==> config.mk <==
export PLATFORM = sky130hd
export DESIGN_NAME = icache_ctrl
export DESIGN_NICKNAME = d
export VERILOG_FILES = /design/src/common/icache_pkg.sv /design/src/icache/icache_ctrl.sv
export VERILOG_INCLUDE_DIRS = /design/src /design/src/common
export SDC_FILE = /design/constraint.sdc
export NUM_CORES = 1
export LEC_CHECK = 0
export ABC_AREA = 1
export BUFFER_PORTS_ARGS = -buffer_cell sky130_fd_sc_hd__buf_4
export CORE_AREA = 2 2 196 198
export CTS_CLUSTER_DIAMETER = 50
export DETAILED_ROUTE_END_ITERATION = 10
export DIE_AREA = 0 0 198 200
export MAX_ROUTING_LAYER = met4
export PLACE_DENSITY = 0.37
export REMOVE_ABC_BUFFERS = 1
export SLEW_MARGIN = 15
export SYNTH_ARGS = -nofsm -noshare
export SYNTH_HDL_FRONTEND = slang
export SYNTH_SLANG_ARGS = --single-unit
==> constraint.sdc <==
create_clock -name clock -period 4.8 [get_ports clock]
set_clock_uncertainty 0.05 [all_clocks]
set_input_delay 0.72 -clock clock [delete_from_list [all_inputs] [get_ports clock]]
set_output_delay 0.72 -clock clock [all_outputs]
set_load 0.05 [all_outputs]
==> src/common/icache_settings.svh <==
`ifndef ICACHE_SETTINGS_SVH
`define ICACHE_SETTINGS_SVH

// fetch address split into tag, index and offset
`define ICACHE_ADDR_W   32
`define ICACHE_TAG_W    20
`define ICACHE_IDX_W    8
`define ICACHE_OFFSET_W 4

// geometry
`define ICACHE_WAYS     2
`define ICACHE_SETS     256

// a line is four bus beats of one word each
`define ICACHE_BEAT_W   32
`define ICACHE_BEATS    4
`define ICACHE_LINE_W   128

`endif

==> src/common/icache_pkg.sv <==
`include "icache_settings.svh"

`default_nettype none

package icache_pkg;

    // fetch address and its fields
    typedef logic [`ICACHE_ADDR_W-1:0] addr_t;
    typedef logic [`ICACHE_TAG_W-1:0]  tag_t;
    typedef logic [`ICACHE_IDX_W-1:0]  idx_t;

    // bus beat and whole line with beat 0 in the low word
    typedef logic [`ICACHE_BEAT_W-1:0] beat_t;
    typedef logic [`ICACHE_LINE_W-1:0] line_t;

    // way number and per-way flags
    typedef logic                      way_t;
    typedef logic [`ICACHE_WAYS-1:0]   way_vec_t;

    // counts received beats of a refill
    typedef logic [$clog2(`ICACHE_BEATS)-1:0] beat_cnt_t;

    // controller states
    typedef enum logic [1:0] {
        state_idle,
        state_lookup,
        state_request,
        state_receive
    } ctrl_state_t;

endpackage

`default_nettype wire

==> src/icache/icache_ctrl.sv <==
`timescale 1ns/1ns
`include "icache_settings.svh"

`default_nettype none

module icache_ctrl (
    input  wire                   clock,
    input  wire                   reset,

    // fetch request
    input  wire                   valid_i,
    input  wire                   uncached_i,
    input  icache_pkg::addr_t     araddr_i,
    input  wire                   rd_rdy_i,

    // lookup result
    input  icache_pkg::way_vec_t  hit_i,
    input  icache_pkg::line_t     hit_line_i,

    // refill result
    input  wire                   line_ready_i,
    input  icache_pkg::line_t     refill_line_i,
    input  icache_pkg::way_t      victim_i,

    output logic                  ready_o,
    output logic                  rvalid_o,
    output icache_pkg::line_t     rdata_o,
    output logic                  rd_req_o,
    output icache_pkg::addr_t     rd_addr_o,

    // way array control
    output logic                  read_en_o,
    output icache_pkg::idx_t      read_idx_o,
    output icache_pkg::tag_t      lookup_tag_o,
    output logic                  refill_start_o,
    output logic                  fill_en_o,
    output icache_pkg::way_t      fill_way_o,
    output icache_pkg::idx_t      fill_idx_o,

    // lru update
    output logic                  touch_en_o,
    output icache_pkg::way_t      touch_way_o
);

    icache_pkg::ctrl_state_t state_q;

    // request buffer
    icache_pkg::tag_t req_tag_q;
    icache_pkg::idx_t req_idx_q;
    logic             req_uncached_q;

    logic accept;
    logic lookup_hit;
    logic receive_done;

    assign accept       = (state_q == icache_pkg::state_idle) && valid_i;
    assign lookup_hit   = (state_q == icache_pkg::state_lookup) && (|hit_i);
    assign receive_done = (state_q == icache_pkg::state_receive) && line_ready_i;

    always_ff @(posedge clock) begin
        if (reset) begin
            state_q        <= icache_pkg::state_idle;
            req_uncached_q <= 1'b0;
        end else begin
            case (state_q)
                icache_pkg::state_idle: begin
                    if (valid_i) begin
                        // uncached fetches skip the lookup
                        state_q <= uncached_i ? icache_pkg::state_request
                                              : icache_pkg::state_lookup;
                        req_uncached_q <= uncached_i;
                    end
                end
                icache_pkg::state_lookup: begin
                    state_q <= (|hit_i) ? icache_pkg::state_idle
                                        : icache_pkg::state_request;
                end
                icache_pkg::state_request: begin
                    if (rd_rdy_i) begin
                        state_q <= icache_pkg::state_receive;
                    end
                end
                icache_pkg::state_receive: begin
                    if (line_ready_i) begin
                        state_q <= icache_pkg::state_idle;
                    end
                end
                default: begin
                    state_q <= icache_pkg::state_idle;
                end
            endcase
        end
    end

    // address fields captured at acceptance
    always_ff @(posedge clock) begin
        if (accept) begin
            req_tag_q <= araddr_i[`ICACHE_ADDR_W-1 -: `ICACHE_TAG_W];
            req_idx_q <= araddr_i[`ICACHE_OFFSET_W +: `ICACHE_IDX_W];
        end
    end

    // fetch side
    assign ready_o  = (state_q == icache_pkg::state_idle);
    assign rvalid_o = lookup_hit || receive_done;
    assign rdata_o  = lookup_hit ? hit_line_i : refill_line_i;

    // line aligned bus request
    assign rd_req_o  = (state_q == icache_pkg::state_request);
    assign rd_addr_o = {req_tag_q, req_idx_q, {`ICACHE_OFFSET_W{1'b0}}};

    // set read starts with the accepted address
    assign read_en_o    = accept;
    assign read_idx_o   = araddr_i[`ICACHE_OFFSET_W +: `ICACHE_IDX_W];
    assign lookup_tag_o = req_tag_q;

    assign refill_start_o = (state_q == icache_pkg::state_request) && rd_rdy_i;

    // fill on the final beat of cached fetches
    assign fill_en_o  = receive_done && !req_uncached_q;
    assign fill_way_o = victim_i;
    assign fill_idx_o = req_idx_q;

    // a hit or a fill makes that way the most recent one
    assign touch_en_o  = lookup_hit || fill_en_o;
    assign touch_way_o = lookup_hit ? hit_i[1] : victim_i;

endmodule

`default_nettype wire

==> summary.md <==
| Metric | Value |
|---|---|
| Fin nets | 1262 |
| Post-DRT Antenna Nets | 0 |
| Outcome | finished clean |
| Layout cells sized above 1 | 62.2% |
| CP most frequent cell | buf_4 |
| Core area | 37400 sq um |
| Worst Hold Class | reg -> reg |
| Yosys warns | 0 |
| IO Pins | roughly 500 |
| Area Growth Syn to Fin | 112% |
| Synthesized area | between 3000 and 4000 sq um |
| Max Fclk | about 0.34 GHz |
| Port bufs | roughly 490 |
| Max stage delay on crit path | 0.45 ns |
| RSZ-0062 raised after global routing | false |
| First-pass GRT wire length | between 20000 and 25000 um |
| Post-Place Setup Slack | 1.78 ns |
| Area of the multi-input gates | around 1600 sq um |
| Post-synthesis cell type count | 18 |
| Buffer count from post-CTS setup fixing | 0 |
| Total number of vias | 4719 |
| Critical Path Start Type | input port |
| Post-synth ARST share | 0% |
| Routability cong. | approximately 0.8 |
| Post-CTS Hold Buffers | 0 |
| Dominant cell type by area after synthesis | edfxtp_1 |
| Design area | 7640 sq um |
| Clk sinks | 31 |
| TritonRoute pass-1 iters | 4 |
| Avg Inst Size Synth | between 6 and 7 sq um |
| Routed WL per cell | between 10 and 15 um |
| Slowest library cell on the worst path | buf_12 |
| Top cells by area, synth | edfxtp_1 23%, o21ai_2 22%, nand2_1 14% |
| Final worst slack | 1.82 ns |
| Worst-Margin Slew | 0.624 ns |
| Total power | 2.53 mW |
| Initial Utilization | under 10% |
| #FFs+latches synth | 31 |
| Worst Path Required | 4.03 ns |
| PD cells | roughly 330 nW/um^2 |
| DIE HEIGHT | around 200 um |
| Num CTS Buffers | 5 |
| Crit path DAT | approximately 2.2 ns |
| Register area share after synthesis | 25.0% |
| Crit path cell chain | buf_4 > o21ai_4 > buf_12 > nand2_1 > o21ai_0 > buf_4 |
| Cell Count, Final, Fillers Out | approximately 1500 |
| Maximum fanout along the worst path | around 120 |
| R2R setup slack | about 3.2 ns |
| Register area | ~900 sq um |
| Fill count | ~4300 |
| Maximum root-to-sink buffer count | 2 |
| Placed inst area | between 7000 and 8000 sq um |
| Die area | between 30000 and 40000 sq um |
| Maxcap violations | 0 |
| Vias in the first global route | approximately 4400 |
| Final setup violation count | 0 |
| Largest net degree at the start of global routing | 117 |
| H-tree Lvls | 2 |
| GRT overflow | 0 |
| Crit end category | output port |
| Later-pin clock latency in the skew report | ~0.28 ns |
| Placed cells | roughly 1500 |
| # rows | between 70 and 80 |
| Horizontal die dimension | just under 200 um |
| Slew Viols, Final | 0 |
| Post-CTS sizing | 0 |
| Worst Setup Path Type | in -> out |
| Worst vdd ir | 0.177 mV |
| Synth top area share | 23.3% |
| Most frequent cell after synthesis | nand2_1 |
| Number of synthesized flops with an enable pin | 28 |
| Final HPWL DP | roughly 15000 um |
| Top post-synthesis cells by count | 138 x nand2_1, 134 x inv_1, 91 x o21ai_2 |
| TritonCTS clock tree | built |
| Clk root buf | clkbuf_16 |
| Initial antenna violation count | 1 |
| Ys flop type | edfxtp_1 |
| P_leak | 4.33 nW |
| Clk slew on worst S/H paths | 0.05 ns |
| Hold Slack | roughly 0.47 ns |
| Final Hold Viols | 0 |
| Period utilization | around 62% |
| Max_slew headroom | between 50% and 60% |
| Drt total wl | ~17000 um |
| Post-layout min period | ~3 ns |
| Tot GR Track Use | 7.92% |
| Via density | 3.19 |
| DRC violations left | 0 |
| Synth Instances | ~520 |
| Iteration-0 DRC Markers | 83 |
routing by layer:
metal	track usage (%)	share of wire, %	vias up
li1	-	-	2417
met1	8.47	37	1990
met2	15.2	53	296
met3	1.24	8.3	16
met4	1.92	1.4	0
met5	-	0	-
flip-flops by register name, indices dropped and copies added (netlist names):
name and cells:
fill_idx_o 8, state_q 2, req_uncached_q 1, lookup_tag_o 20
worst paths after layout:
| kind | from | endpoint | cells past startpoint |
|---|---|---|---|
| hold / removal | req_uncached_q$_SDFFE_PP0P_ | req_uncached_q$_SDFFE_PP0P_ | 2 |
| setup reg to reg | state_q[1]$_SDFFE_PP0P_ | lookup_tag_o[0]$_DFFE_PP_ | 4 |
| setup / recovery | hit_i[1] | rdata_o[26] | 6 |
| hold reg to reg | req_uncached_q$_SDFFE_PP0P_ | req_uncached_q$_SDFFE_PP0P_ | 2 |
worst max-delay path: cells and delay by family:
kind	cells	cell delay (ns)
AOI/OAI and AO/OA	2	0.43
and+or+nand+nor	1	0.10
buffers and inverters	3	0.82
area by class of cell:
cell class	instances	share of cell area, %
clock buffer	5	1.64
tap	511	8.37
clock inverter	3	0.508
sequential	31	11.8
multi-input combinational	291	21.3
timing repair buffer	501	49.7
antenna	1	0.0328
inverter	135	6.64
layout by cell type, fill, tap and decap left out:
master / instances
dfxtp_1: 3
o21ai_4: 1
nand3_1: 5
clkbuf_16: 5
inv_2: 1
nand2_1: 138
o21ai_2: 90
conb_1: 4
diode_2: 1
clkinv_1: 1
inv_1: 134
edfxtp_1: 28
nor2_1: 8
clkinv_2: 1
o21ai_1: 29
buf_12: 3
bufinv_16: 1
nor3_1: 1
nor2_4: 1
buf_4: 498
o21ai_0: 13
a21oi_1: 1
kinds of logic after synthesis:
logic type | count (synthesis) | share of synthesized area, %
flops | 31 | 25.0
compound gates | 134 | 28.1
simple gates | 153 | 16.3
other cells | 1 | 0.104
buf+inv | 204 | 30.5
through the flow:
stage | TNS [ns] | util, %
2_1_floorplan | -585.15 | -
3_3_place_gp | 0 | 20.0
3_5_place_dp | 0 | 20.0
4_1_cts | 0 | 20.4
5_1_grt | 0 | 20.4
6_report | 0 | 20.4
where the power goes:
part / internal (mW) / leakage, nW / switching (mW) / total [mW]
Sequential: 0.337 / 0.290 / 0.0245 / 0.361
Clock: 0.241 / 0.0812 / 0.108 / 0.349
Combinational: 0.570 / 3.96 / 1.25 / 1.82
Total: 1.15 / 4.33 / 1.38 / 2.53
No activity file was read; power rests on OpenSTA's default activity.
