<file path="config.mk">
export PLATFORM = sky130hd
export DESIGN_NAME = icache_lru
export DESIGN_NICKNAME = d
export VERILOG_FILES = /design/src/common/icache_pkg.sv /design/src/icache/icache_lru.sv
export VERILOG_INCLUDE_DIRS = /design/src /design/src/common
export SDC_FILE = /design/constraint.sdc
export NUM_CORES = 1
export LEC_CHECK = 0
export BUFFER_PORTS_ARGS = -buffer_cell sky130_fd_sc_hd__buf_4
export CAP_MARGIN = 40
export CORE_MARGIN = 5
export CORE_UTILIZATION = 44
export CTS_CLUSTER_SIZE = 24
export DETAILED_ROUTE_END_ITERATION = 12
export GPL_TIMING_DRIVEN = 0
export SYNTH_ARGS = -nofsm -noshare
export SYNTH_HDL_FRONTEND = slang
export SYNTH_SLANG_ARGS = --single-unit
</file>
<file path="constraint.sdc">
create_clock -name clock -period 3.95 [get_ports clock]
set_clock_uncertainty 0.15 [all_clocks]
set_input_delay 0.1975 -clock clock [delete_from_list [all_inputs] [get_ports clock]]
set_output_delay 0.1975 -clock clock [all_outputs]
set_load 0.05 [all_outputs]
</file>
<file path="src/common/icache_settings.svh">
`ifndef ICACHE_SETTINGS_SVH
`define ICACHE_SETTINGS_SVH

// fetch address split into tag, index and offset
`define ICACHE_ADDR_W   32
`define ICACHE_TAG_W    20
`define ICACHE_IDX_W    8
`define ICACHE_OFFSET_W 4

// geometry
`define ICACHE_WAYS     2
`define ICACHE_SETS     256

// a line is four bus beats of one word each
`define ICACHE_BEAT_W   32
`define ICACHE_BEATS    4
`define ICACHE_LINE_W   128

`endif

</file>
<file path="src/common/icache_pkg.sv">
`include "icache_settings.svh"

`default_nettype none

package icache_pkg;

    // fetch address and its fields
    typedef logic [`ICACHE_ADDR_W-1:0] addr_t;
    typedef logic [`ICACHE_TAG_W-1:0]  tag_t;
    typedef logic [`ICACHE_IDX_W-1:0]  idx_t;

    // bus beat and whole line with beat 0 in the low word
    typedef logic [`ICACHE_BEAT_W-1:0] beat_t;
    typedef logic [`ICACHE_LINE_W-1:0] line_t;

    // way number and per-way flags
    typedef logic                      way_t;
    typedef logic [`ICACHE_WAYS-1:0]   way_vec_t;

    // counts received beats of a refill
    typedef logic [$clog2(`ICACHE_BEATS)-1:0] beat_cnt_t;

    // controller states
    typedef enum logic [1:0] {
        state_idle,
        state_lookup,
        state_request,
        state_receive
    } ctrl_state_t;

endpackage

`default_nettype wire

</file>
<file path="src/icache/icache_lru.sv">
`timescale 1ns/1ns
`include "icache_settings.svh"

`default_nettype none

module icache_lru (
    input  wire                   clock,
    input  wire                   reset,
    input  icache_pkg::idx_t      idx_i,
    input  icache_pkg::way_vec_t  valid_i,
    input  wire                   touch_en_i,
    input  icache_pkg::way_t      touch_way_i,
    output icache_pkg::way_t      victim_o
);

    // one bit per set naming the least recently used way
    logic [`ICACHE_SETS-1:0] lru_q;

    always_ff @(posedge clock) begin
        if (reset) begin
            lru_q <= '0;
        end else if (touch_en_i) begin
            lru_q[idx_i] <= ~touch_way_i;
        end
    end

    // free ways first and the lowest number wins
    always_comb begin
        if (!valid_i[0]) begin
            victim_o = 1'b0;
        end else if (!valid_i[1]) begin
            victim_o = 1'b1;
        end else begin
            victim_o = lru_q[idx_i];
        end
    end

endmodule

`default_nettype wire

</file>
==> results of run 1 <==
==> logic make-up after synthesis <==
group,after synthesis,share of synthesized area
AOI/OAI and AO/OA,556,0.3182
buffers and inverters,171,0.06277
DFF,256,0.4336
muxes,91,0.1253
and+or+nand+nor,137,0.06013
==> metal layers <==
layer | vias to the layer above | share of wire
met1 | 5623 | 0.40
li1 | 4961 | -
met2 | 728 | 0.44
met5 | - | 0
met3 | 145 | 0.12
met4 | 0 | 0.049
==> worst register-to-register path, stage by stage (launching register included) <==
cell,delay [ps]
dfxtp_1,350
a21oi_1,50
a311oi_1,320
==> where the power goes <==
part	switching, mW	leakage [nW]	internal, mW
Sequential	0.00288	2.06	2.59
Clock	1.11	0.466	1.61
Combinational	0.341	1.48	0.105
Total	1.46	4.00	4.30
==> cell usage in the layout (no fill, tap or decap), types with 2 or more instances in the layout <==
cell and count:
mux2i_1 40, nor2_1 19, dfxtp_1 256, nand2_1 31
o21ai_0 29, nand2b_1 3, buf_6 7, nor2_2 17
a311oi_1 227, and3_1 4, buf_4 19, a31oi_1 2
nand3_1 13, clkbuf_16 29, nand4_1 3, a211oi_1 5
or3_1 26, nor3_1 10, a22oi_1 20, o2111ai_1 5
a21oi_1 257, buf_2 26, clkinv_2 2, clkbuf_8 11
nor2b_1 6, mux4_2 45, o22ai_1 2, buf_8 5
inv_1 4, mux2_2 6, clkbuf_1 133
==> final cells by class <==
class | instances | area [sq um] | share of cell area
inverters | 5 | 18.77 | 0.001401
well taps | 341 | 426.7 | 0.03184
plain buffers | 166 | 723.2 | 0.05397
multi-input cells | 784 | 5953 | 0.4443
repair buffers | 21 | 205.2 | 0.01531
clock buffers | 46 | 899.6 | 0.06714
clock inverters | 4 | 47.55 | 0.003548
flip-flops and latches | 256 | 5125 | 0.3825
==> how the worst max path moves through the flow <==
stage,slack [ps],startpoint,endpoint,cells after the start
4_1_cts,560,idx_i[1],victim_o,11
3_5_place_dp,420,idx_i[2],lru_q[134],8
3_3_place_gp,320,idx_i[2],lru_q[133],8
6_report,520,idx_i[1],victim_o,11
5_1_grt,430,idx_i[1],victim_o,11
2_1_floorplan,1500,idx_i[0],victim_o,8
==> metrics by stage <==
step,area [sq um],hold WS (ps)
floorplan,11820,296.2
global placement,12300,304.7
finish,13400,79.98
detailed placement,12440,313.7
global route,13400,112.8
CTS,13400,50.69
==> repair_timing <==
item / CTS / global route
endpoints found under the hold margin: 11 / 0
hold buffers: 1 / 0
buffers inserted: 0 / 0
==> results summary, run 1 <==
The run finished with clean final reports. The finished layout holds 1623 standard cells, fillers aside. A synthesized cell averages 9.761 sq um.

For this run, design rule violations remaining after detail routing come to 0. The number of distinct standard cells referenced by the synthesized netlist is 44. In the global route stage, met2 resource usage came out at 0.4604. In this run the most critical hold path is launched from touch_way_i. The biggest area contributor in the post-synthesis netlist is dfxtp_1. In the post-synthesis netlist, the biggest area contributors are dfxtp_1 (43%), a311oi_1 (17%), a21oi_1 (11%), mux4_2 (8.6%), clkbuf_1 (4.0%).

The flop and latch count out of synthesis came out at 256. The final layout contains 1277 nets. The largest net degree at the start of global routing came out at 14.

The number of buffers and inverters on the critical path is 5. The repair_antennas step left the layout with diodes totalling 0. The worst hold path belongs to the class in2reg.

For this run the aggregate overflow at the end of global routing stands at 0. Setup repair after global routing left no endpoint under its margin. The initial cell density of the core came out at 0.4423. The number of enable-type register cells in the synthesized netlist came out at 0. The minimum clock period came out at 3426 ps. The static leakage is ~4.0 nW. Of the available clock period, the critical path in the final layout requires 0.8674. Setup slack closes at 523.9 ps. The overall power after layout is 5.756 mW. In the synthesized netlist, the cells that appear most often are a21oi_1 (257), dfxtp_1 (256), a311oi_1 (227).

The post-synthesis async set-or-reset flop share is 0. The largest registers in the layout are lru_q: 256 flops. For flop-to-flop paths, the worst setup slack is 2960 ps. For this run, the top clock speed supported by timing is ~290 MHz. The number of global-route vias before repair is 10570. The worst setup path is captured at an output pin. The number of core rows is 60. The detail route stage leaves a number of antenna-violating nets equal to 0. The cell depth of the worst flop-to-flop path is 2. During synthesis, Yosys emitted a total of 0 warnings. Power spread over the standard cell area amounts to between 400 and 500 nW/um^2. The critical path goes through buf_6 > buf_8 > buf_2 > buf_2 > mux4_2 > a22oi_1 > o21ai_0 > a22oi_1 > nand4_1 > a22o_1 > buf_4. The first TritonRoute pass finished after 6 iterations. In the synthesized netlist the dominant register cell turns out to be dfxtp_1. In this run, the number of DRC markers left after iteration 0 of detailed routing was 1568.

In this run the horizontal extent of the chip is 173.9 um. TritonCTS built the clock tree. The most heavily used metal layer in global routing is met2. The kind of cell with the highest combined delay along the critical path is buffers and inverters.

The number of cells on the worst hold path is 3. The worst relative slew slack came out at 0.3614. The number of flip-flops in the largest register came out at ~260. In this design, the stage delay of the slowest critical-path cell is 440 ps. The worst register-to-register path begins at lru_q[253]. The worst setup path is of the in2out kind. The wire-length estimate of the detail-placed layout is 30920 um.

The netlist area before placement came out at 11820 sq um. In the global route stage, overall resource usage came out at 0.3036. Dividing the detail-routed wire length by the instance count gives 29.75 um. The total negative setup slack is 0 ps. The share of the synthesized area in the top cell type is 0.4336. The number of max-cap violations is 0. OpenSTA, run right after detailed placement, puts the worst setup slack at 419.5 ps. The clock transition time at the flip-flop clock pins of the worst setup and hold paths came out at 60 ps. The part of the Yosys area used for sequential elements is 0.4336. The worst vdd rail ir drop came out at ~320 uV. The number of clock buffers added by TritonCTS is 29. The worst register-to-register path ends at lru_q[253].

The number of antenna violations at the first check in global routing came out at 0. Of the cells placed in the final design, the portion with a size suffix greater than 1 is 0.1349. The area of the die is about 30000 sq um.

Relative to the synthesized area, the layout overhead comes to 13.36%. The path with the worst hold slack has its endpoint at lru_q[224]. By instance count, the leading cell after synthesis is a21oi_1.

The core utilization of the finished layout is 0.5014. The endpoint arrival time on the critical path is 3080 ps. Setup violations remaining at the end of the flow were counted as 0.

The floorplan step defined a core boundary enclosing 26730 sq um. The mean number of vias per cell is 7.059. 15 I/O pins were placed.

The count of endpoints failing hold in the final timing report is 0. The weighted congestion reported at the end of routability-driven placement is 0.9348. The met3 capacity usage during global routing came out at 0.06568. Along the worst path, the maximum fanout reaches 10. The first global-routing pass estimated 69920 um of wire. The clock sink count is 256.

Synthesis produced 1211 cells. The cell with the largest stage delay on the worst path is buf_2. The register ranked first by flip-flop count is lru_q. The maximum root-to-sink buffer count is 3. The buffer cell driving the clock tree root is clkbuf_16.

In this run the tool buffered the top-level ports with 7 buffer cells. The net count after synthesis is 1225. Fill cells in the final layout number 2550.

The count of placed standard cells including taps came out at 1572. The worst-margin pin slew came out at between 900 and 1000 ps. The worst setup path is launched from an input pin. The total length of routed wires came out at 48290 um. The die height came out at roughly 170 um. For the worst setup path, the data required time is approximately 3600 ps. The count of pins over their slew limit came to 0. The routing usage on met1 came out at 0.4227.

The count of cells resized by post-cts repair is 0. The final route contains 11460 vias. The level count of the clock H-tree is 1.

For the worst-skew pair, the clock arrives at the later sink with an insertion delay of 550 ps.
No activity file was read; power rests on OpenSTA's default activity.
==> run 2: changes to the inputs <==
--- a/config.mk
+++ b/config.mk
@@ -6,6 +6,7 @@
 export SDC_FILE = /design/constraint.sdc
 export NUM_CORES = 1
 export LEC_CHECK = 0
+export ABC_AREA = 1
 export BUFFER_PORTS_ARGS = -buffer_cell sky130_fd_sc_hd__buf_4
 export CAP_MARGIN = 40
 export CORE_MARGIN = 5
@@ -13,6 +14,7 @@
 export CTS_CLUSTER_SIZE = 24
 export DETAILED_ROUTE_END_ITERATION = 12
 export GPL_TIMING_DRIVEN = 0
+export SKIP_CTS_REPAIR_TIMING = 1
 export SYNTH_ARGS = -nofsm -noshare
 export SYNTH_HDL_FRONTEND = slang
 export SYNTH_SLANG_ARGS = --single-unit
==> run 2 against run 1 <==
  * Maximum frequency rose by 16%
  * Utilization decreased by 0.060 points
  * Largest power group unchanged
  * Critical path depth grew 3
  * Cell count grew 41%
  * Routed wire length increased by 27%
  * Critical path type unchanged
  * Cell area increased by 11%
  * First-iteration DRC count is 20% higher
  * Sequential power about the same
  * Clock power up 4%
==> results summary, run 2 <==
The register with the most flip-flops in the final layout is lru_q. The worst setup path is of the in2out kind. For this run, the leading register cell type out of synthesis is dfxtp_1. The post-synthesis async set-or-reset flop share is 0. The maximum net fanout on the critical path came out at 10. The number of filler instances in the final layout came out at between 3000 and 4000. The number of buffers added by the clock tree synthesis step is 30. The count of routing violations after the opening detailed-route iteration came out at about 1900. In this run the remaining antenna-violating nets after routing total 0. The largest net degree at the start of global routing is 15. The count of unresolved DRC violations after routing came out at 0.

The area share of fa/ha/maj cells after synthesis is 0. Of the total synthesized cell area, the portion taken by AND, OR, NAND and NOR gates is 0.2975. The worst-margin pin slew is 1053 ps. The floorplan step set the die height to 183.2 um. The worst hold path belongs to the class in2reg. The cell that appears most often on the critical path is nand2_1. The flop and latch count out of synthesis is 256. The flow ran to the end, and the final reports show no timing, DRC or antenna violations.

TritonCTS built the clock tree. In the final layout, the registers with the most flip-flops are lru_q: 256 flops. The mean number of vias per cell came out at 6.180. For this run, the register share of the synthesized area comes to 0.3881. The top cell types in the final layout, fill and taps aside, are nand2_1 (637), dfxtp_1 (256), nor2_1 (219). STA classifies the critical path startpoint as an input pin. The final setup violation count is 0. The area of combinational cells with multiple inputs is 7030 sq um. Yosys printed 0 warnings. The finished cells cover approximately 15000 sq um.

The most common cell after layout, fill and taps aside is nand2_1. The number of buffers added on ports is 10. The buffer cell driving the clock tree root is clkbuf_16. Summing over every cut layer, the via total after detailed routing is ~14000. The initial utilization of the core area, before any placement, comes to 0.4455. The weighted congestion reported at the end of routability-driven placement is ~1.0.

The net count after synthesis came out at 1846. The multiplexer fraction of the synthesized cell area came out at 0. In this run the mean area of a mapped cell was 7.207 sq um. The count of pins over their slew limit came out at 0. The standard cell area after detailed placement came out at 13850 sq um. Walking the worst path, the cells encountered are buf_4 > nor2_4 > clkbuf_1 > nand2_1 > nand2_1 > o21ai_1 > nand2_1 > nor2_1 > nand2_1 > inv_1 > nand2_1 > nor2_1 > nor2_1 > buf_4. The complex-gate fraction of the synthesized area is 0.2349. The fraction of layout instances using a drive strength above 1 came out at 0.1320. The area growth from synthesis to layout came out at 12.40%.

The total overflow reported by the global router came out at 0. Counting flops with a built-in enable in the synthesized netlist gives 0. The maximum clock frequency came out at 337.3 MHz.

The clock sink count came out at 256. The worst vdd rail ir drop is ~440 uV. By area, the combinational part of the netlist is dominated by simple AND/OR/NAND/NOR gates. Setup repair after global routing left no endpoint under its margin.

STA classifies the critical path endpoint as an output pin. The first-pass iteration count of the detailed router is 6. The die extent in x came out at 183.2 um. The global-route wire length before repair came out at a little under 90000 um. Of the available clock period, the critical path in the final layout requires 0.7505.

The floorplan step defined a die boundary enclosing between 30000 and 40000 sq um. Of all cell types, the one taking the most synthesized area is dfxtp_1. Of the post-synthesis cell area, the dominant cell type holds 0.3881.

The total length of routed wires came out at 61200 um. The number of antenna violations at the first check in global routing is 0. The worst relative slew slack is 0.2982. Yosys attributes the largest share of cell area to dfxtp_1 (39%), nand2_1 (18%), a311oi_1 (9.6%), nor2_1 (6.2%), a21oi_1 (6.2%). Grouping stages by cell kind, the critical path spends the most delay in buffers and inverters. The global routing usage summed across all routing layers is 0.3523. By instance count, the leading cell after synthesis is nand2_1. The endpoint arrival time on the critical path came out at 2620 ps.

The number of flip-flops in the largest register is 256. The worst endpoint required time came out at 3600 ps. The static leakage came out at 5.709 nW.

The clock transition time at the flip-flop clock pins of the worst setup and hold paths came out at approximately 60 ps. The post-detailed-placement half-perimeter wirelength is 41190 um. The number of instances in the synthesized netlist came out at between 1500 and 2000.

The synthesized netlist occupies a cell area of 13200 sq um. The core outline area is around 30000 sq um. In the final routed layout, each cell accounts on average for 26.70 um. Clock latency on the worst-skew pair, taken at its later pin, is 570 ps.

The total negative setup slack is 0 ps. The level count of the clock H-tree came out at 1. The longest individual stage delay on the worst path came out at ~840 ps.

The number of global-route vias before repair came out at ~13000. The commonest cells after synthesis are nand2_1 (637), dfxtp_1 (256), nor2_1 (219). The xor-xnor portion of the synthesized cell area came out at 0. The number of I/O pins came out at 15.

The net count of the finished layout is approximately 1900. On the critical path, the stage with the largest delay is an instance of clkbuf_1. The number of max-cap violations came out at 0. The power per unit of standard cell area came out at approximately 400 nW/um^2.

The floorplan has 63 rows. The critical path contains buffers and inverters numbering 4 combined. Synthesis instantiated 27 different standard cells from the library. The register area came out at 5125 sq um. The count of endpoints failing hold in the final timing report is 0. The maximum root-to-sink buffer count came out at 3. The minimum clock period is 2965 ps.
[run 2: changes by cell type after synthesis, sizes merged, moves of 45 or more]
cell / delta
inv: +65
a21oi: -93
nand2: +610
mux4: -45
a311oi: -65
nor2: +241
a211oi: +89
[run 2: worst min-delay path: stages]
cell      delay (ps)
clkbuf_1         180
buf_6            210
a211oi_1          90
[run 2: worst paths after layout]
| kind | start | to | slack, ps | depth (start not counted) |
|---|---|---|---|---|
| setup / recovery | idx_i[3] | victim_o | 990 | 14 |
| hold / removal | touch_way_i | lru_q[3] | 8 | 3 |
| setup reg to reg | lru_q[83] | lru_q[83] | 3000 | 2 |
| hold reg to reg | lru_q[90] | lru_q[90] | 340 | 2 |
[run 2: layout make-up]
class,count,area share
Antenna cell,1,0.0001686
Buffer,149,0.05201
Clock buffer,46,0.06213
Clock inverter,5,0.003541
Inverter,69,0.01863
Multi-Input combinational cell,1358,0.4737
Sequential cell,256,0.3453
Tap cell,390,0.03288
Timing Repair Buffer,18,0.01163
[run 2: where the power goes]
| part | internal [mW] | switching (mW) |
|---|---|---|
| registers | 2.59 | 0.00348 |
| clock network | 1.65 | 1.17 |
| logic | 0.0863 | 0.447 |
| total | 4.32 | 1.62 |
[run 2: routing by layer]
| layer | vias up | global-route usage | part of all wire |
|---|---|---|---|
| met1 | 6627 | 0.4552 | 0.38 |
| li1 | 6336 | - | - |
| met3 | 244 | 0.09421 | 0.12 |
| met2 | 958 | 0.5311 | 0.42 |
| met4 | 0 | 0.2035 | 0.073 |
| met5 | - | 0 | 0 |
[run 2: cells by family after synthesis]
kind of cell    after synthesis
flops                       256
simple gates                933
buf+inv                     218
compound gates              425
[run 2: through the flow]
step / hold slack (ps) / total power [mW] / cells / utilization / worst slack (ps)
6_report: 8.101 / 5.941 / 2292 / 0.5008 / 985.4
5_1_grt: 28.73 / 6.030 / 2291 / 0.5007 / 925.4
4_1_cts: 0.1133 / 5.892 / 2290 / 0.5003 / 1112
3_5_place_dp: 333.2 / 3.151 / 2239 / 0.4674 / 1122
3_3_place_gp: 327.8 / 3.140 / 2232 / 0.4645 / 1128
2_1_floorplan: 321.3 / 2.913 / 1832 / - / 1650
