==> src/common/icache_settings.svh <==
`ifndef ICACHE_SETTINGS_SVH
`define ICACHE_SETTINGS_SVH

// fetch address split into tag, index and offset
`define ICACHE_ADDR_W   32
`define ICACHE_TAG_W    20
`define ICACHE_IDX_W    8
`define ICACHE_OFFSET_W 4

// geometry
`define ICACHE_WAYS     2
`define ICACHE_SETS     256

// a line is four bus beats of one word each
`define ICACHE_BEAT_W   32
`define ICACHE_BEATS    4
`define ICACHE_LINE_W   128

`endif

==> src/common/icache_pkg.sv <==
`include "icache_settings.svh"

`default_nettype none

package icache_pkg;

    // fetch address and its fields
    typedef logic [`ICACHE_ADDR_W-1:0] addr_t;
    typedef logic [`ICACHE_TAG_W-1:0]  tag_t;
    typedef logic [`ICACHE_IDX_W-1:0]  idx_t;

    // bus beat and whole line with beat 0 in the low word
    typedef logic [`ICACHE_BEAT_W-1:0] beat_t;
    typedef logic [`ICACHE_LINE_W-1:0] line_t;

    // way number and per-way flags
    typedef logic                      way_t;
    typedef logic [`ICACHE_WAYS-1:0]   way_vec_t;

    // counts received beats of a refill
    typedef logic [$clog2(`ICACHE_BEATS)-1:0] beat_cnt_t;

    // controller states
    typedef enum logic [1:0] {
        state_idle,
        state_lookup,
        state_request,
        state_receive
    } ctrl_state_t;

endpackage

`default_nettype wire

==> src/icache/icache_refill.sv <==
`timescale 1ns/1ns
`include "icache_settings.svh"

`default_nettype none

module icache_refill (
    input  wire                 clock,
    input  wire                 reset,
    input  wire                 start_i,
    input  wire                 ret_valid_i,
    input  icache_pkg::beat_t   ret_data_i,
    output logic                line_ready_o,
    output icache_pkg::line_t   line_o
);

    localparam icache_pkg::beat_cnt_t last_cnt = icache_pkg::beat_cnt_t'(`ICACHE_BEATS - 1);

    icache_pkg::beat_cnt_t cnt_q;
    icache_pkg::beat_t     buf_q [`ICACHE_BEATS-1];
    logic                  last_beat;

    assign last_beat = (cnt_q == last_cnt);

    always_ff @(posedge clock) begin
        if (reset) begin
            cnt_q <= '0;
        end else if (start_i) begin
            cnt_q <= '0;
        end else if (ret_valid_i) begin
            // wraps to zero after the last beat
            cnt_q <= cnt_q + 1'b1;
        end
    end

    // earlier beats wait here until the last one shows up
    always_ff @(posedge clock) begin
        if (ret_valid_i && !last_beat) begin
            buf_q[cnt_q] <= ret_data_i;
        end
    end

    assign line_ready_o = ret_valid_i && last_beat;

    // live beat goes on top
    always_comb begin
        line_o = '0;
        for (int b = 0; b < `ICACHE_BEATS - 1; b++) begin
            line_o[b*`ICACHE_BEAT_W +: `ICACHE_BEAT_W] = buf_q[b];
        end
        line_o[`ICACHE_LINE_W-1 -: `ICACHE_BEAT_W] = ret_data_i;
    end

endmodule

`default_nettype wire

==> config.mk <==
export PLATFORM = sky130hd
export DESIGN_NAME = icache_refill
export DESIGN_NICKNAME = d
export VERILOG_FILES = /design/src/common/icache_pkg.sv /design/src/icache/icache_refill.sv
export VERILOG_INCLUDE_DIRS = /design/src /design/src/common
export SDC_FILE = /design/constraint.sdc
export NUM_CORES = 1
export LEC_CHECK = 0
export ABC_AREA = 1
export BUFFER_PORTS_ARGS = -buffer_cell sky130_fd_sc_hd__buf_2
export CAP_MARGIN = 40
export CORE_MARGIN = 2
export CORE_UTILIZATION = 45
export CTS_CLUSTER_DIAMETER = 80
export DETAILED_ROUTE_END_ITERATION = 12
export GPL_ROUTABILITY_DRIVEN = 0
export PLACE_DENSITY_LB_ADDON = 0.08
export SYNTH_ARGS = -nofsm -noshare
export SYNTH_HDL_FRONTEND = slang
export SYNTH_SLANG_ARGS = --single-unit
export TNS_END_PERCENT = 100
==> constraint.sdc <==
create_clock -name clock -period 5.1 [get_ports clock]
set_input_delay 1.02 -clock clock [delete_from_list [all_inputs] [get_ports clock]]
set_output_delay 1.02 -clock clock [all_outputs]
set_load 0.005 [all_outputs]
==> run metrics, run 1 <==
Congestion Overflow GR=0; Post-Syn Area=0.00330 mm2; sequential share of the synthesized area=88.5%; Max VDD drop=0.197 mV; Mapped Cells=158; DR vias=1760; syn_area_per_cell=20.9 um2; skew final=0.00905 ns; GRT Util Overall=15.0%; fin. max-slew vios=0; CTS Hold Buffers Added=0; CP Class=in2out; Hold Startpoint=cnt_q[1]; Initial Util=46.0%; layout cells sized above 1=59.5%; Worst-Margin Slew=0.599 ns; H-Tree Level Count=3; Max-Cap Viols=0; CTS buffer count=9; initial antenna violation count=0; most frequent cell after synthesis=edfxtp_1; root buf cell=clkbuf_8; vias in the first global route=1637; syn nets=198; FF-to-FF End=buf_q[0][2]; R2R Setup Slk=3.27 ns; Worst Path Required=4.08 ns; fmax=0.420 GHz; leakage=1.78 nW; worst reg-to-reg path cell count=5; area leader, netlist=edfxtp_1; Fill cells=544; die height=89.7 um; Slowest-stage cell, CP=buf_2; Clk pin slew, worst setup/hold paths=0.08 ns; Via density=4.31; TNS Setup=0 ns; fin crit period=2.38 ns; Slew headroom=59.9%; first-pass GRT wire length=8.56 mm; initial drt markers=79; Routed WL=6.03 mm; Layout Nets=344; worst min-delay path endpoint=cnt_q[1]; CP Max Fanout=6; Synth Register Bits=98; Cell Rows=31; area of the core=0.00718 mm2; Ant. Diodes=0; Worst Hold Depth=2; most used cell, CP=buf_2; post-CTS sizing=0; yosys warns=0; library cells used by synthesis=8; CTS sink cnt=98; async set-reset flop share out of synthesis=0%; Critical Path AT=1.36 ns; Die Area=0.00804 mm2; worst-path cell chain=buf_2 > nand2_1 > inv_1 > buf_2; synth-to-layout area growth=30.9%; Final Hold Viols=0; Worst path max stage delay=0.14 ns; run status=finished clean; Placed Area=0.00411 mm2; Pwr Density=355 mW/mm2; Routed Antenna Nets=0; IO Count=165; worst r2r src=cnt_q[0]; Final Instance Area=0.00432 mm2; Residual DRC=0; clk buf depth=2; fin crit share=46.7%; Skew-Pair Late Insertion Delay=0.35 ns; DIE WIDTH=89.7 um; Crit. End Element=output port; top area cells in the synthesized netlist=edfxtp_1 87%, buf_4 7.3%, ha_1 1.5%; number of I/O port buffers=164; CTS tree=yes; final setup fails=0; largest net degree at the start of global routing=18; post-synth top area share=87.3%; top cells by count, synth=96 x edfxtp_1, 32 x buf_4, 9 x inv_1; Post-synth top flop=edfxtp_1; RSZ-0062 raised after global routing=false; DP Wirelength=4.28 mm; Post-synth EDFFs=96; setup bufs post-CTS=0; CP Launch Type=input pin; routed len/inst=14.8 um; class of the worst hold path=reg2reg; DRT Pass-1 Iters=4
[final cells by class]
cell class              count  area [um2]  area share, %
flip-flops and latches     98        2920           67.6
well taps                  99         124           2.87
clock buffers              11         131           3.04
repair buffers            167         903           20.9
inverters                  10        37.5          0.868
clock inverters             5        78.8           1.82
multi-input cells          18         125           2.89
[critical path: cells and delay by family]
family | cells | cell delay, ns
buf+inv | 3 | 0.28
simple gates | 1 | 0.06
[how the worst max path moves through the flow]
| stage | start | end | slack, ns | cells past startpoint |
|---|---|---|---|---|
| after global routing | ret_valid_i | line_ready_o | 2.65 | 4 |
| after detailed placement | ret_valid_i | buf_q[0][15] | 2.65 | 4 |
| after CTS | ret_valid_i | line_ready_o | 2.72 | 4 |
| after floorplan | ret_valid_i | buf_q[0][0] | 2.23 | 2 |
| final | ret_valid_i | line_ready_o | 2.72 | 4 |
| after global placement | ret_valid_i | buf_q[0][2] | 2.52 | 3 |
[routing by layer]
metal	vias to the layer above	wire length, um	track usage (%)
met5	-	0	0
met4	0	103	7.73
met3	11	525	4.57
met2	86	3020	24.7
met1	831	2380	17.7
li1	832	-	-
[sequential cells by signal (all words and copies together), names as in the netlist]
name	count
cnt_q	2
buf_q	96
[power breakdown]
part	switching [W]	total [W]	internal [W]	leakage (nW)
clock	0.000245	0.000520	0.000275	0.0972
combinational	0.0000514	0.0000933	0.0000419	0.779
sequential	0.00000619	0.000921	0.000915	0.904
[cell families after synthesis]
group / after synthesis / share of synthesized area (%)
buf+inv: 42 / 8.41
fa+ha+maj: 4 / 1.52
flops: 98 / 88.5
simple gates: 14 / 1.59
[stage by stage]
step / power (W) / std cells / setup slack [ns] / hold slack (ns) / utilization (%)
2_1_floorplan: 0.000980 / 158 / 2.23 / 0.497 / -
3_3_place_gp: 0.00103 / 389 / 2.52 / 0.528 / 56.2
3_5_place_dp: 0.00104 / 392 / 2.65 / 0.525 / 57.3
4_1_cts: 0.00155 / 408 / 2.72 / 0.537 / 60.2
5_1_grt: 0.00159 / 408 / 2.65 / 0.601 / 60.2
6_report: 0.00153 / 408 / 2.72 / 0.535 / 60.2
[layout by cell type (no fill, tap or decap)]
master      instances
nor2_1              4
nand2_1             7
inv_1               9
bufinv_16           2
clkinv_1            1
clkbuf_8            9
buf_16              3
nor2_4              3
clkinvlp_4          2
clkbuf_1            2
buf_2             164
inv_2               1
ha_1                4
dfxtp_1             2
edfxtp_1           96
(Power assumes the default switching activity.)
==> run 2, diff against run 1 <==
==> constraint.sdc (replaced) <==
create_clock -name clock -period 2.5 [get_ports clock]
set_input_delay 0.5 -clock clock [delete_from_list [all_inputs] [get_ports clock]]
set_output_delay 0.5 -clock clock [all_outputs]
set_load 0.005 [all_outputs]
==> run 2 against run 1 <==
  * Highest routed layer unchanged
  * Worst setup slack worse by 1.8 ns
  * Critical path depth stayed put
  * Global-route usage is 0.26 points lower
  * First-iteration DRC count is 10% lower
  * Clock power is 59% higher
==> run metrics, run 2 (same netlist as run 1, synthesis figures left out) <==
TNS Setup=0 ns (unchanged); Place WS=0.884 ns (was 2.65 ns); root buf cell=clkbuf_8 (unchanged); Cell Rows=31 (unchanged); most flop-heavy register=buf_q (unchanged); vias in the first global route=1644 (was 1637); Skew-Pair Late Insertion Delay=0.35 ns (about the same); CP top delay family=flip-flops (was buffers and inverters); RSZ-0062 raised after global routing=false (unchanged); Largest regs=buf_q (96), cnt_q (2) (unchanged); Slew headroom=80.4% (was 59.9%); number of I/O port buffers=164 (unchanged); setup bufs post-CTS=0 (unchanged); initial drt markers=71 (was 79); CTS sink cnt=98 (unchanged); largest net degree at the start of global routing=19 (was 18); Congestion Overflow GR=0 (unchanged); worst reg-to-reg path cell count=5 (unchanged); CTS buffer count=9 (unchanged); CP Launch Type=flop (was input pin); Slowest-stage cell, CP=dfxtp_1 (was buf_2); Worst Path Required=2.00 ns (was 4.08 ns); Worst Hold Depth=1 (was 2); Final Hold Viols=0 (unchanged); DIE WIDTH=89.7 um (unchanged); worst-path cell chain=ha_1 > nand2_1 > inv_1 > buf_2 (was buf_2 > nand2_1 > inv_1 > buf_2); setup ws final=0.876 ns (was 2.72 ns); GRT Util Overall=14.7% (was 15.0%); layout cells sized above 1=59.8% (was 59.5%); Clk pin slew, worst setup/hold paths=0.09 ns (was 0.08 ns); fin crit period=1.62 ns; Die Area=0.00804 mm2 (unchanged); run status=finished clean (unchanged); post-route non-filler standard cell count=410 (was 408); clk buf depth=2 (unchanged); routed len/inst=14.8 um (about the same); fmax=0.616 GHz; CP Max Fanout=4 (was 6); Routed WL=6.08 mm (was 6.03 mm); area of the core=0.00718 mm2 (unchanged); DP Wirelength=4.40 mm (was 4.28 mm); DR vias=1773 (was 1760); Crit. End Element=output port (unchanged); Critical Path AT=1.12 ns (was 1.36 ns); Max-Cap Viols=0 (unchanged); WP buf/inv=2 (was 3); skew final=0.0116 ns (was 0.00905 ns); Initial Util=46.0% (unchanged); Worst path max stage delay=0.39 ns (was 0.14 ns); leakage=1.75 nW (was 1.78 nW); most frequent cells in the layout=164 x buf_2, 96 x edfxtp_1, 9 x inv_1, 9 x clkbuf_8, 7 x nand2_1 (unchanged); Via density=4.32 (was 4.31); H-Tree Level Count=3 (unchanged); Residual DRC=0 (unchanged); Fill cells=567 (was 544); Routed Antenna Nets=0 (unchanged); Largest register FFs=96 (unchanged); register area=0.00292 mm2 (unchanged); Worst-Margin Slew=0.294 ns (was 0.599 ns); CP Class=reg2out (was in2out); CTS tree=yes (unchanged); post-CTS sizing=0 (unchanged); CTS Hold Buffers Added=0 (unchanged); initial antenna violation count=0 (unchanged); synth-to-layout area growth=28.2% (was 30.9%); Max VDD drop=0.334 mV (was 0.197 mV); IO Count=165 (unchanged); fin. max-slew vios=0 (unchanged); hold slack=0.360 ns (was 0.535 ns); Layout Nets=347 (was 344); final setup fails=0 (unchanged); Crit path depth=4 (unchanged); Pwr Density=683 mW/mm2 (was 355 mW/mm2); first-pass GRT wire length=8.26 mm (was 8.56 mm); class of the worst hold path=in2reg (was reg2reg); Ant. Diodes=0 (unchanged); DRT Pass-1 Iters=4 (unchanged); most common cell after layout, fill and taps aside=buf_2 (unchanged); Placed Cells=395 (was 392); fin crit share=65.0%; Multi-input gate area=125 um2 (unchanged); die height=89.7 um (unchanged)
==> run 2: cell count changes in the layout (fill, tap and decap cells not counted), sizes merged <==
cell / delta
clkbuf: -2
clkinv: +3
buf: +3
bufinv: -2
==> run 2: worst paths after layout <==
kind / slack, ns / from / end
min reg2reg: 0.54 / cnt_q[1] / cnt_q[1]
max reg2reg: 0.98 / cnt_q[0] / buf_q[1][30]
max: 0.88 / cnt_q[1] / line_ready_o
min: 0.36 / ret_data_i[16] / buf_q[0][16]
==> run 2: area by class of cell <==
class | instances | share of cell area, %
multi-input cells | 18 | 2.96
clock inverters | 6 | 0.827
clock buffers | 9 | 2.93
well taps | 99 | 2.93
flip-flops and latches | 98 | 69.0
repair buffers | 170 | 20.4
inverters | 10 | 0.887
==> run 2: per-layer routing <==
metal / wire length (um) / GRT usage [%] / part of all wire, %
met3: 496 / 3.75 / 8.2
met1: 2330 / 17.3 / 38
met4: 138 / 8.41 / 2.3
met5: 0 / 0 / 0
met2: 3110 / 24.5 / 51
==> run 2: worst register-to-register path, delay by kind of cell, from the launching register on <==
kind                     cells  cell delay, ns
flip-flops                   1            0.34
buffers and inverters        2            0.33
adder cells (fa/ha/maj)      1            0.22
AND/OR/NAND/NOR              2            0.31
==> run 2: metrics by stage <==
| step | utilization [%] | instance area, um2 | power, W |
|---|---|---|---|
| CTS | 59.0 | 4230 | 0.00292 |
| finish | 59.0 | 4230 | 0.00289 |
| detailed placement | 56.8 | 4080 | 0.00211 |
| global route | 59.0 | 4230 | 0.00301 |
| global placement | 56.8 | 4080 | 0.00210 |
| floorplan | - | 3300 | 0.00200 |
==> run 2: power breakdown <==
part           total [W]  internal (W)  switching, W
Combinational   0.000183     0.0000791      0.000103
Sequential       0.00188       0.00187     0.0000141
Clock           0.000828      0.000347      0.000481
==> run 3, diff against run 2 <==
--- a/config.mk
+++ b/config.mk
@@ -6,7 +6,7 @@
 export SDC_FILE = /design/constraint.sdc
 export NUM_CORES = 1
 export LEC_CHECK = 0
-export ABC_AREA = 1
+export ABC_AREA = 0
 export BUFFER_PORTS_ARGS = -buffer_cell sky130_fd_sc_hd__buf_2
 export CAP_MARGIN = 40
 export CORE_MARGIN = 2
==> constraint.sdc (replaced) <==
create_clock -name clock -period 1.7 [get_ports clock]
set_input_delay 0.34 -clock clock [delete_from_list [all_inputs] [get_ports clock]]
set_output_delay 0.34 -clock clock [all_outputs]
set_load 0.005 [all_outputs]
==> run 3 against run 2 <==
  * Core utilization increased by 1.1 points
  * Final cell count decreased by 3.2%
  * Register-to-register slack got worse by 0.80 ns
  * Clock power increased by 97%
  * Clock skew decreased by 0.0054 ns
  * Worst hold slack got worse by 0.19 ns
  * Sequential share of layout area decreased by 1.3 points
  * Largest cell class unchanged
==> run metrics, run 3 <==
run status=finished clean (unchanged); fin crit share=91.4%; CP Max Fanout=4 (unchanged); most common cell after layout, fill and taps aside=buf_2 (unchanged); vias in the first global route=1516 (was 1644); Synth Area in XOR/XNOR=0.266% (was 0%); root buf cell=clkbuf_8 (unchanged); Max VDD drop=0.599 mV (was 0.334 mV); Post-synth top flop=edfxtp_1 (unchanged); RSZ-0062 raised after global routing=false (unchanged); Fill cells=570 (was 567); setup ws final=0.145 ns (was 0.876 ns); clk buf depth=2 (unchanged); CTS buffer count=9 (unchanged); Critical Path AT=1.21 ns (was 1.12 ns); Worst Path Required=1.36 ns (was 2.00 ns); most flop-heavy register=buf_q (unchanged); synth-to-layout area growth=31.0% (was 28.2%); syn_area_per_cell=22.7 um2 (was 20.9 um2); post-synth top area share=87.5% (was 87.3%); most frequent cell after synthesis=edfxtp_1 (unchanged); largest net degree at the start of global routing=33 (was 19); initial drt markers=47 (was 71); routed len/inst=14.8 um (about the same); WP buf/inv=1 (was 2); sequential share of the synthesized area=88.8% (was 88.5%); area of the core=0.00718 mm2 (unchanged); DP Wirelength=4.16 mm (was 4.40 mm); class of the worst hold path=in2reg (unchanged); top cells by count, synth=96 x edfxtp_1, 32 x buf_4, 4 x ha_1 (was 96 x edfxtp_1, 32 x buf_4, 9 x inv_1); layout cells sized above 1=63.8% (was 59.8%); complex-gate fraction of the synthesized area=0% (unchanged); DR vias=1734 (was 1773); area leader, netlist=edfxtp_1 (unchanged); Die Area=0.00802 mm2 (was 0.00804 mm2); CP Class=reg2out (unchanged); TNS Setup=0 ns (unchanged); Initial Util=45.9% (was 46.0%); Synth Register Bits=98 (unchanged); Via density=4.37 (was 4.32); simple-gate portion of the synthesized area=1.63% (was 1.59%); Mapped Cells=145 (was 158); CP top delay family=flip-flops (unchanged); CP Launch Type=flop (unchanged); fin crit period=1.55 ns; Residual DRC=0 (unchanged); die height=89.5 um (was 89.7 um); Slowest-stage cell, CP=dfxtp_1 (unchanged); Post-synth EDFFs=96 (unchanged); Place WS=0.177 ns (was 0.884 ns); CTS Hold Buffers Added=0 (unchanged); Ant. Diodes=0 (unchanged); Final Hold Viols=0 (unchanged); library cells used by synthesis=11 (was 8); Crit. End Element=output port (unchanged); Post-Syn Area=0.00329 mm2 (was 0.00330 mm2); Clk pin slew, worst setup/hold paths=0.09 ns (about the same); syn nets=185 (was 198); Placed Cells=381 (was 395); Post-Synth Adder-Cell Area=1.52% (about the same); post-route non-filler standard cell count=397 (was 410); fin. max-slew vios=0 (unchanged); DRT Pass-1 Iters=4 (unchanged); setup bufs post-CTS=0 (unchanged); fmax=0.643 GHz; Skew-Pair Late Insertion Delay=0.34 ns (was 0.35 ns); post-synthesis mux area share=0.304% (was 0%); yosys warns=0 (unchanged); number of I/O port buffers=164 (unchanged); Routed WL=5.87 mm (was 6.08 mm); Layout Nets=333 (was 347); Max-Cap Viols=0 (unchanged); Routed Antenna Nets=0 (unchanged); CTS tree=yes (unchanged); Largest regs=buf_q (96), cnt_q (2) (unchanged); first-pass GRT wire length=7.89 mm (was 8.26 mm); Worst path max stage delay=0.36 ns (was 0.39 ns); total chip power=0.00464 W (was 0.00289 W); worst-path cell chain=ha_1 > and2_2 > buf_2 (was ha_1 > nand2_1 > inv_1 > buf_2); Slew headroom=88.1% (was 80.4%); IO Count=165 (unchanged); GRT Util Overall=14.0% (was 14.7%); leakage=1.76 nW (was 1.75 nW); Largest register FFs=96 (unchanged); skew final=0.00621 ns (was 0.0116 ns); Cell Rows=31 (unchanged); post-CTS sizing=0 (unchanged); CTS sink cnt=98 (unchanged); async set-reset flop share out of synthesis=0% (unchanged); final setup fails=0 (unchanged); Pwr Density=1080 mW/mm2 (was 683 mW/mm2); initial antenna violation count=0 (unchanged); largest family of logic cells by synthesized area=buffers and inverters (unchanged); top area cells in the synthesized netlist=edfxtp_1 88%, buf_4 7.3%, ha_1 1.5% (was edfxtp_1 87%, buf_4 7.3%, ha_1 1.5%); DIE WIDTH=89.5 um (was 89.7 um); most frequent cells in the layout=164 x buf_2, 96 x edfxtp_1, 9 x clkbuf_8 (was 164 x buf_2, 96 x edfxtp_1, 9 x inv_1, 9 x clkbuf_8, 7 x nand2_1); Worst-Margin Slew=0.173 ns (was 0.294 ns); Congestion Overflow GR=0 (unchanged); H-Tree Level Count=3 (unchanged)
## run 3: cell types whose count changed after synthesis
cell and change:
mux2i_1 +1, xnor2_1 +1, inv_1 -7, inv_2 -1
and2_2 +1, nor3_2 +2, and2_1 +3, nand2_1 -7
nor2_1 -7, and2b_1 +1
## run 3: per-stage QoR
step	instance area (um2)	hold WS [ns]	util, %
after floorplan	3300	0.409	-
after global placement	4090	0.535	57.0
after detailed placement	4090	0.541	57.0
after CTS	4310	0.160	60.1
after global routing	4310	0.161	60.1
final	4310	0.173	60.1
## run 3: metal layers
layer  GRT usage, %  vias up  part of all wire (%)
met5              0        -                     0
met4           4.48        0                  0.84
met3           5.72        5                   7.8
met2           22.1       89                    49
met1           17.6      833                    42
li1               -      807                     -
## run 3: worst paths after layout
path            start      endpoint  slack (ns)  depth (start not counted)
max          cnt_q[0]  line_ready_o        0.15                          3
min           start_i      cnt_q[0]        0.17                          2
max reg2reg  cnt_q[0]  buf_q[1][24]        0.18                          4
min reg2reg  cnt_q[1]      cnt_q[1]        0.61                          2
## run 3: power breakdown
group / total, W / internal (W) / switching (W)
Sequential: 0.00275 / 0.00273 / 0.0000186
Clock: 0.00163 / 0.000842 / 0.000786
Combinational: 0.000256 / 0.000121 / 0.000135
Total: 0.00464 / 0.00370 / 0.000941
## run 3: cells by family after synthesis
kind of cell	after synthesis
flip-flops	98
AND/OR/NAND/NOR	7
XOR/XNOR	1
adder cells (fa/ha/maj)	4
buffers and inverters	34
multiplexers	1
## run 3: layout make-up
cell class / instances / area, um2 / share of cell area (%)
sequential: 98 / 2920 / 67.8
timing repair buffer: 169 / 908 / 21.1
multi-input combinational: 13 / 126 / 2.93
clock buffer: 9 / 124 / 2.87
tap: 99 / 124 / 2.87
clock inverter: 7 / 100 / 2.32
inverter: 2 / 7.51 / 0.174
